### src/logic/peak_pkg.sv
package peak_pkg;

	// ----------------------------------------------------------------------
	// phase and bin number formats
	// ----------------------------------------------------------------------
	localparam int PHASE_W = 16;                    // phase in Q1.15
	typedef logic signed [PHASE_W-1:0] phase_t;     // phase of one bin

	localparam int BIN_W = 16;                      // bin number width
	typedef logic [BIN_W-1:0] bin_t;                // unsigned bin number

	// ----------------------------------------------------------------------
	// report word layout
	// ----------------------------------------------------------------------
	localparam int WORD_W = 32;                     // one report word
	typedef logic [WORD_W-1:0] word_t;

	localparam int MAG_HI_W = 16;                   // magnitude msbs carried per word
	typedef logic [MAG_HI_W-1:0] mag_hi_t;

	// header word of one range
	// peak bin in the upper half and centre magnitude msbs in the lower half
	function automatic word_t hdr_word(
		input bin_t    bin,                         // centre bin of the peak
		input mag_hi_t mag                          // top bits of centre magnitude
	);
		return {bin, mag};
	endfunction

	// raw word of one window slot
	function automatic word_t raw_word(
		input mag_hi_t mag,                         // top bits of slot magnitude
		input phase_t  phs                          // slot phase
	);
		return {mag, phs};                          // magnitude high, phase low
	endfunction

endpackage

### src/logic/bin_window.sv
module bin_window import peak_pkg::*; #(
	parameter type T          = logic [15:0],       // payload of one slot
	parameter int  SIDE       = 2,                  // bins on each side of centre
	parameter int  FRAME_BINS = 40,                 // bins per frame
	parameter bit  COUNT      = 1'b1                // enables the frame bin counter
)(
	input  logic clk,
	input  logic rst_n,
	input  logic shift,                             // accepted bin
	input  logic first,                             // sop of the accepted bin
	input  logic last,                              // eop of the accepted bin
	input  T     sample,
	output T     window [2*SIDE+1],                 // slot 0 is the oldest
	output logic win_valid,                         // pulse after each shift
	output bin_t center_bin,                        // bin number at window centre
	output logic center_ok,                         // centre bin is part of the frame
	output logic frame_start,                       // sop accept delayed one cycle
	output logic eop_seen                           // eop accept delayed two cycles
);

	localparam int NWIN = 2*SIDE + 1;

	// ----------------------------------------------------------------------
	// shift register of samples
	// ----------------------------------------------------------------------
	always_ff @(posedge clk)
	begin
		if (shift)
		begin
			for (int i = 0; i < NWIN-1; i++)
			begin
				if (first)
					window[i] <= '0;                // drop slots of the old frame
				else
					window[i] <= window[i+1];       // age by one slot
			end
			window[NWIN-1] <= sample;               // newest bin enters at the top
		end
	end

	// ----------------------------------------------------------------------
	// frame bin counter and event pulses
	// ----------------------------------------------------------------------
	if (COUNT)
	begin : g_count
		bin_t cnt;                                  // bins taken in this frame
		bin_t bin_idx;                              // number of the bin being accepted
		logic eop_d1;                               // eop accept, first stage

		assign bin_idx = first ? '0 : cnt;

		always_ff @(posedge clk or negedge rst_n)
		begin
			if (!rst_n)
			begin
				cnt         <= '0;
				win_valid   <= 1'b0;
				frame_start <= 1'b0;
				eop_d1      <= 1'b0;
				eop_seen    <= 1'b0;
			end
			else
			begin
				if (shift)
					cnt <= bin_idx + bin_t'(1);     // restarts at 1 on sop
				win_valid   <= shift;
				frame_start <= shift & first;
				eop_d1      <= shift & last;
				eop_seen    <= eop_d1;              // trackers are settled by now
			end
		end

		assign center_bin = cnt - bin_t'(SIDE + 1); // newest bin minus SIDE
		assign center_ok  = cnt > bin_t'(SIDE);     // SIDE bins past the centre

		initial assert (FRAME_BINS < 2**BIN_W)
			else $fatal(1, "bin_window FRAME_BINS does not fit bin_t");

		// eop must land on the last bin of the frame and nowhere else
		a_frame_len : assert property (@(posedge clk) disable iff (!rst_n)
			shift |-> (last == (bin_idx == bin_t'(FRAME_BINS - 1))));
	end
	else
	begin : g_nocount
		assign win_valid   = 1'b0;                  // phase window needs no counter
		assign center_bin  = '0;
		assign center_ok   = 1'b0;
		assign frame_start = 1'b0;
		assign eop_seen    = 1'b0;
	end

endmodule

### src/logic/range_peak_tracker.sv
module range_peak_tracker import peak_pkg::*; #(
	parameter int MAG_W = 24,                       // magnitude width
	parameter int SIDE  = 2,                        // bins on each side of centre
	parameter int LO    = 0,                        // first bin of the range
	parameter int HI    = 12                        // first bin past the range
)(
	input  logic             clk,
	input  logic             rst_n,
	input  logic             frame_start,           // new frame, clear stored peak
	input  logic             win_valid,             // window just shifted
	input  logic             center_ok,             // centre bin belongs to the frame
	input  bin_t             center_bin,
	input  logic [MAG_W-1:0] win_mag [2*SIDE+1],
	input  phase_t           win_phs [2*SIDE+1],
	output bin_t             peak_bin,              // centre bin of the best window
	output logic [MAG_W-1:0] peak_mag [2*SIDE+1],
	output phase_t           peak_phs [2*SIDE+1]
);

	logic in_range;                                 // centre lies in [LO, HI)
	logic higher;                                   // centre beats stored centre
	logic take;                                     // store the current window

	// ----------------------------------------------------------------------
	// update decision
	// ----------------------------------------------------------------------
	assign in_range = (int'(center_bin) >= LO) && (int'(center_bin) < HI);
	assign higher   = win_mag[SIDE] > peak_mag[SIDE]; // strict, first peak keeps a tie
	assign take     = win_valid & center_ok & in_range & higher;

	// ----------------------------------------------------------------------
	// stored peak window
	// ----------------------------------------------------------------------
	always_ff @(posedge clk or negedge rst_n)
	begin
		if (!rst_n)
		begin
			peak_bin <= bin_t'(LO);                 // empty range reports its low border
			peak_mag <= '{default: '0};
		end
		else if (frame_start)
		begin
			peak_bin <= bin_t'(LO);
			peak_mag <= '{default: '0};             // any nonzero bin will win
		end
		else if (take)
		begin
			peak_bin <= center_bin;
			peak_mag <= win_mag;                    // whole neighbourhood
		end
	end

	always_ff @(posedge clk)
	begin
		if (frame_start)
			peak_phs <= '{default: '0};
		else if (take)
			peak_phs <= win_phs;                    // phases follow magnitudes
	end

	// ----------------------------------------------------------------------
	// checks
	// ----------------------------------------------------------------------
	initial assert (LO < HI)
		else $fatal(1, "range_peak_tracker needs LO below HI");

	// the sop bin can never sit at the centre, so clear and update do not meet
	a_no_update_on_start : assert property (@(posedge clk) disable iff (!rst_n)
		frame_start |-> !take);

endmodule

### src/logic/peak_report_serializer.sv
module peak_report_serializer import peak_pkg::*; #(
	parameter int MAG_W  = 24,                      // magnitude width
	parameter int SIDE   = 2,                       // bins on each side of centre
	parameter int NPEAKS = 3                        // number of ranges
)(
	input  logic             clk,
	input  logic             rst_n,
	input  logic             eop_seen,              // trackers hold the final peaks
	input  bin_t             peak_bin [NPEAKS],
	input  logic [MAG_W-1:0] peak_mag [NPEAKS][2*SIDE+1],
	input  phase_t           peak_phs [NPEAKS][2*SIDE+1],
	output logic             busy,                  // report pending or running
	output logic             source_valid,
	output logic             source_sop,
	output logic             source_eop,
	output word_t            source_data
);

	localparam int NWIN = 2*SIDE + 1;
	localparam int PK_W = (NPEAKS > 1) ? $clog2(NPEAKS) : 1;
	localparam int SL_W = (NWIN > 1) ? $clog2(NWIN) : 1;

	logic            run;                           // walker active after first word
	logic            go;                            // emit a word this cycle
	logic            in_hdr;                        // next word is a range header
	logic [SL_W-1:0] slot;                          // next window slot
	logic [PK_W-1:0] pk_idx;                        // current range
	logic            first_word;
	logic            last_word;
	word_t           next_word;

	// ----------------------------------------------------------------------
	// walker state
	// ----------------------------------------------------------------------
	assign go         = eop_seen | run;             // first word leaves with eop_seen
	assign first_word = in_hdr && (pk_idx == '0);
	assign last_word  = !in_hdr && (slot == SL_W'(NWIN - 1)) &&
		(pk_idx == PK_W'(NPEAKS - 1));

	always_ff @(posedge clk or negedge rst_n)
	begin
		if (!rst_n)
		begin
			run    <= 1'b0;
			in_hdr <= 1'b1;
			slot   <= '0;
			pk_idx <= '0;
		end
		else if (go)
		begin
			run <= !last_word;                      // stop after the final slot
			if (in_hdr)
				in_hdr <= 1'b0;                     // slots follow the header
			else if (slot == SL_W'(NWIN - 1))
			begin
				slot   <= '0;
				in_hdr <= 1'b1;
				if (last_word)
					pk_idx <= '0;                   // ready for the next frame
				else
					pk_idx <= pk_idx + PK_W'(1);
			end
			else
				slot <= slot + SL_W'(1);
		end
	end

	// ----------------------------------------------------------------------
	// word select and output registers
	// ----------------------------------------------------------------------
	always_comb
	begin
		if (in_hdr)
			next_word = hdr_word(peak_bin[pk_idx],
				peak_mag[pk_idx][SIDE][MAG_W-1 -: MAG_HI_W]);
		else
			next_word = raw_word(peak_mag[pk_idx][slot][MAG_W-1 -: MAG_HI_W],
				peak_phs[pk_idx][slot]);           // oldest slot first
	end

	always_ff @(posedge clk or negedge rst_n)
	begin
		if (!rst_n)
		begin
			source_valid <= 1'b0;
			source_sop   <= 1'b0;
			source_eop   <= 1'b0;
		end
		else
		begin
			source_valid <= go;                     // one unbroken run of words
			source_sop   <= go & first_word;
			source_eop   <= go & last_word;
		end
	end

	always_ff @(posedge clk)
	begin
		if (go)
			source_data <= next_word;
	end

	assign busy = eop_seen | run | source_valid;   // drops after the eop word

	// ----------------------------------------------------------------------
	// checks
	// ----------------------------------------------------------------------
	initial assert (MAG_W >= MAG_HI_W)
		else $fatal(1, "peak_report_serializer needs MAG_W of at least 16");

	// sop marks exactly the first valid word of a run
	a_sop_opens_run : assert property (@(posedge clk) disable iff (!rst_n)
		source_sop == (source_valid && !$past(source_valid)));

	// eop sits on the last valid word of a run
	a_eop_closes_run : assert property (@(posedge clk) disable iff (!rst_n)
		$past(source_eop) == ($past(source_valid) && !source_valid));

endmodule

### src/logic/peak_detect.sv
module peak_detect import peak_pkg::*; #(
	parameter int MAG_W              = 24,          // magnitude width
	parameter int SIDE               = 2,           // bins on each side of centre
	parameter int NPEAKS             = 3,           // number of ranges
	parameter int BORDERS [NPEAKS+1] = '{0, 12, 24, 36}, // range edges
	parameter int FRAME_BINS         = 40           // bins per frame
)(
	input  logic             clk,
	input  logic             rst_n,
	input  logic             sink_valid,
	input  logic             sink_sop,
	input  logic             sink_eop,
	input  logic [MAG_W-1:0] sink_mag,              // unsigned magnitude
	input  phase_t           sink_phase,            // Q1.15
	output logic             sink_ready,            // low while a report is due
	output logic             source_valid,
	output logic             source_sop,
	output logic             source_eop,
	output word_t            source_data
);

	localparam int NWIN = 2*SIDE + 1;

	logic             accept;                       // bin taken this cycle
	logic             eop_hold;                     // eop taken, report not started yet
	logic             busy;
	logic [MAG_W-1:0] win_mag [NWIN];
	phase_t           win_phs [NWIN];
	logic             win_valid;
	bin_t             center_bin;
	logic             center_ok;
	logic             frame_start;
	logic             eop_seen;
	bin_t             pk_bin [NPEAKS];
	logic [MAG_W-1:0] pk_mag [NPEAKS][NWIN];
	phase_t           pk_phs [NPEAKS][NWIN];

	// ----------------------------------------------------------------------
	// input handshake
	// ----------------------------------------------------------------------
	assign accept     = sink_valid & sink_ready;
	assign sink_ready = !(eop_hold | busy);         // hold off the next frame

	always_ff @(posedge clk or negedge rst_n)
	begin
		if (!rst_n)
			eop_hold <= 1'b0;
		else if (accept && sink_eop)
			eop_hold <= 1'b1;
		else if (eop_seen)
			eop_hold <= 1'b0;                       // serializer busy takes over
	end

	// ----------------------------------------------------------------------
	// bin windows
	// ----------------------------------------------------------------------
	bin_window #(.T(logic [MAG_W-1:0]), .SIDE(SIDE), .FRAME_BINS(FRAME_BINS),
		.COUNT(1'b1)) mag_window (
		.clk(clk), .rst_n(rst_n), .shift(accept), .first(sink_sop), .last(sink_eop),
		.sample(sink_mag), .window(win_mag), .win_valid(win_valid),
		.center_bin(center_bin), .center_ok(center_ok), .frame_start(frame_start),
		.eop_seen(eop_seen));

	bin_window #(.T(phase_t), .SIDE(SIDE), .FRAME_BINS(FRAME_BINS),
		.COUNT(1'b0)) phs_window (                 // counter lives in mag_window
		.clk(clk), .rst_n(rst_n), .shift(accept), .first(sink_sop), .last(sink_eop),
		.sample(sink_phase), .window(win_phs), .win_valid(), .center_bin(),
		.center_ok(), .frame_start(), .eop_seen());

	// ----------------------------------------------------------------------
	// one tracker per range, all on the same window
	// ----------------------------------------------------------------------
	for (genvar i = 0; i < NPEAKS; i++)
	begin : g_range
		range_peak_tracker #(.MAG_W(MAG_W), .SIDE(SIDE), .LO(BORDERS[i]),
			.HI(BORDERS[i+1])) tracker_i (
			.clk(clk), .rst_n(rst_n), .frame_start(frame_start), .win_valid(win_valid),
			.center_ok(center_ok), .center_bin(center_bin), .win_mag(win_mag),
			.win_phs(win_phs), .peak_bin(pk_bin[i]), .peak_mag(pk_mag[i]),
			.peak_phs(pk_phs[i]));
	end

	peak_report_serializer #(.MAG_W(MAG_W), .SIDE(SIDE), .NPEAKS(NPEAKS)) serializer_i (
		.clk(clk), .rst_n(rst_n), .eop_seen(eop_seen), .peak_bin(pk_bin),
		.peak_mag(pk_mag), .peak_phs(pk_phs), .busy(busy), .source_valid(source_valid),
		.source_sop(source_sop), .source_eop(source_eop), .source_data(source_data));

	// last range needs SIDE bins after it to reach the centre
	initial assert (FRAME_BINS >= BORDERS[NPEAKS] + SIDE)
		else $fatal(1, "peak_detect FRAME_BINS too small for the last border");

endmodule

### config.mk
export PLATFORM = sky130hd
export DESIGN_NAME = peak_detect
export DESIGN_NICKNAME = d
export VERILOG_FILES = /design/src/logic/peak_pkg.sv /design/src/logic/bin_window.sv /design/src/logic/range_peak_tracker.sv /design/src/logic/peak_report_serializer.sv /design/src/logic/peak_detect.sv
export SDC_FILE = /design/constraint.sdc
export NUM_CORES = 2
export LEC_CHECK = 0
export BUFFER_PORTS_ARGS = -buffer_cell sky130_fd_sc_hd__buf_2
export CAP_MARGIN = 20
export CORE_MARGIN = 2
export CORE_UTILIZATION = 25
export CTS_BUF_LIST = sky130_fd_sc_hd__clkbuf_4
export DETAILED_ROUTE_END_ITERATION = 10
export GPL_ROUTABILITY_DRIVEN = 0
export PLACE_DENSITY = 0.37
export SETUP_SLACK_MARGIN = 0.02
export SYNTH_ARGS = -nofsm -noshare
export SYNTH_HDL_FRONTEND = slang
export SYNTH_SLANG_ARGS = --single-unit
### constraint.sdc
create_clock -name clk -period 8.61 [get_ports clk]
set_input_delay 0.4305 -clock clk [delete_from_list [all_inputs] [get_ports clk]]
set_output_delay 0.4305 -clock clk [all_outputs]
set_load 0.1 [all_outputs]
==> flow_summary.json <==
{
  "status": "complete, no violations",
  "period_share": 0.534,
  "ys_seq_area_frac": 0.552,
  "post_cts_resized": 0,
  "detail_route.vias_per_cell": 4.59,
  "synth.most_common_cell": "nand2_1",
  "via_count": 28400,
  "reg2reg_to": "g_range[2].tracker_i.peak_mag[41]$_DFFE_PN0P_",
  "syn_avg_cell_area_sq_um": 9.25,
  "synth_area_leaders": "dfrtp_1, edfxtp_1, dfxtp_1",
  "track_usage": 0.173,
  "die-area_sq_mm": 0.147,
  "finalMaxSlewViolations": 0,
  "cts_tree": "done",
  "dieHeight_microns": 383,
  "worst_slew_margin_rel": 0.154,
  "synth_simple_gate_area_frac": 0.182,
  "ys_types": 62,
  "start_kind": "register",
  "drv_cap": 0,
  "yosysWarnings": 0,
  "setup_ws_ps": 4010,
  "die_width_microns": 383,
  "tns_ps": 0,
  "hold_start": "sink_sop",
  "start_util": 0.251,
  "synth_fa_ha_area_frac": 0.0268,
  "totalWireLength_microns": 127000,
  "grt_pass1_vias": 29400,
  "synth_top_family_by_area": "simple AND/OR/NAND/NOR gates",
  "p_leak_nw": 16.0,
  "worst_pin_slew_ps": 1260,
  "fmax_ghz": 0.217,
  "core_sq_mm": 0.143,
  "synth-edff-count": 216,
  "pin_count": 81,
  "synth-compound-area-share": 0.127,
  "grt_pass1_wl_microns": 192000,
  "row_count": 139,
  "min_to": "mag_window.window[39]$_SDFFCE_PP0P_",
  "syn-num-nets": 4016,
  "arrival_ps": 5720,
  "hold_buffers": 88,
  "vdd_drop_max_uv": 355,
  "antenna_found_initial": 6,
  "path_class": "reg -> reg",
  "place.port_buffers": 80,
  "dr.pass1.iters": 5,
  "htree_num_levels": 4,
  "nets": 4187,
  "holdPathStages": 3,
  "wl_per_cell_microns": 20.5,
  "numClockSinks": 799,
  "dp_slack_ps": 4030,
  "synth-seq-cells": 799,
  "drc": 0,
  "clockBufferDepth": 3,
  "cts_root_buffer": "clkbuf_4",
  "power_density_mw_per_mm2": 253,
  "setup-violations-final": 0,
  "insertion_delay_ps": 1260,
  "synth_xor_xnor_area_share": 0.00292,
  "initialDrtViolationCount": 1803,
  "syn_inst": 3894,
  "finalHoldViolCount": 0,
  "required_ps": 9730,
  "r2r_cells": 12,
  "postCtsSetupRepairBufs": 0,
  "r2r_slack_ps": 4010,
  "post-route-min-period_ps": 4600,
  "synthFlopType": "dfrtp_1",
  "synth_common_cells": "nand2_1, a21oi_1, dfrtp_1",
  "r2r-start": "mag_window.g_count.cnt[0]$_DFFE_PN0P_",
  "synth_top_area_frac": 0.235,
  "clkSlewWorstSetupHoldPaths_ps": 70,
  "area_growth_pct": 17.6,
  "grt_overflow": 0,
  "synthArstFlopShare": 0.429,
  "drive_gt1_frac": 0.133,
  "end_kind": "register",
  "synth_area_leader_cell": "dfrtp_1",
  "crit_path_max_fanout": 61,
  "cts_made_buffers": 235,
  "hp-class": "in -> reg",
  "fin_skew_ps": 104,
  "rsz0062_at_grt": "no",
  "hpwlAfterDp_microns": 68300,
  "synth.area.mux_share": 0.0679,
  "synth_area_sq_mm": 0.0360,
  "ant_nets": 0,
  "grt_max_degree": 168
}
[final cells by class]
class,count,area [sq um]
antenna,8,20.0
fill,15400,101000
multi-input combinational,2731,14700
clock inverter,86,513
timing repair buffer,218,1770
tap,1903,2380
sequential,799,19900
inverter,80,304
clock buffer,365,2740
[report_power, final]
group          total (mW)  leakage [nW]  switching, mW  internal, mW
clock                3.88          1.91           1.84          2.04
combinational        2.41          5.40           1.88         0.534
sequential           4.40          8.71          0.278          4.13
[worst max-delay path, cell delays in order (launching register included)]
cell and delay (ps):
dfrtp_1 510, inv_1 190, ha_1 190, or3b_2 430, a2111oi_0 640, nor2_1 90, nor4b_1 160, buf_4 170
o2111ai_4 140, buf_4 700, buf_4 880, nand2_1 150, a21oi_1 150
[per-layer routing]
| layer | track usage | share of wire | vias up |
|---|---|---|---|
| met1 | 0.231 | 0.46 | 14000 |
| met3 | 0.0305 | 0.040 | 197 |
| li1 | - | - | 13600 |
| met2 | 0.284 | 0.48 | 570 |
| met5 | 0 | 0.00010 | - |
| met4 | 0.0514 | 0.021 | 2 |
[cells in the final DEF (no fill, tap or decap), types with 87 or more instances in the layout]
cell type | synthesis | layout
mux2i_1 | 178 | 178
nor2b_1 | 151 | 150
nand2_1 | 1079 | 1079
edfxtp_1 | 216 | 216
dfxtp_1 | 240 | 240
a21oi_1 | 735 | 735
nor2_1 | 227 | 227
dfrtp_1 | 338 | 334
dlygate4sd3_1 | 0 | 87
clkbuf_4 | 1 | 365
[sequential cells by signal (all words and copies together), names as in the netlist, 2 cells and up]
name / flops
serializer_i.source_data: 32
g_range.tracker_i.peak_phs: 240
serializer_i.slot: 3
mag_window.window: 104
mag_window.g_count.cnt: 16
serializer_i.pk_idx: 2
g_range.tracker_i.peak_bin: 48
g_range.tracker_i.peak_mag: 264
phs_window.window: 80
[cells by family after synthesis]
kind of cell | count (synthesis)
adder cells (fa/ha/maj) | 77
XOR/XNOR | 12
flip-flops | 799
buffers and inverters | 364
multiplexers | 208
AO/OA/AOI/OAI | 865
AND/OR/NAND/NOR | 1569
[through the flow]
stage | area [sq um] | hold WS (ps) | instances | utilization | total power [mW]
floorplan | 36000 | 135 | 3894 | - | 5.92
finish | 42300 | 334 | 6190 | 0.295 | 10.7
global placement | 38200 | 336 | 5643 | 0.266 | 6.91
CTS | 42300 | 180 | 6182 | 0.295 | 10.9
global route | 42300 | 248 | 6185 | 0.295 | 11.2
detailed placement | 38200 | 345 | 5643 | 0.266 | 6.91
[worst max path at each step]
| stage | startpoint | to | slack (ps) | depth (start not counted) |
|---|---|---|---|---|
| floorplan | serializer_i.source_valid$_DFF_PN0_ | mag_window.g_count.cnt[9]$_DFFE_PN0P_ | 700 | 6 |
| global placement | mag_window.g_count.cnt[0]$_DFFE_PN0P_ | g_range[2].tracker_i.peak_phs[69]$_SDFFE_PP0P_ | 4090 | 12 |
| detailed placement | mag_window.g_count.cnt[0]$_DFFE_PN0P_ | g_range[2].tracker_i.peak_mag[41]$_DFFE_PN0P_ | 4030 | 12 |
| CTS | mag_window.g_count.cnt[0]$_DFFE_PN0P_ | g_range[2].tracker_i.peak_mag[41]$_DFFE_PN0P_ | 3970 | 12 |
| global route | mag_window.g_count.cnt[0]$_DFFE_PN0P_ | g_range[2].tracker_i.peak_phs[67]$_SDFFE_PP0P_ | 3720 | 12 |
| finish | mag_window.g_count.cnt[0]$_DFFE_PN0P_ | g_range[2].tracker_i.peak_mag[41]$_DFFE_PN0P_ | 4010 | 12 |
Note: power is estimated with default switching activity, not from simulation.
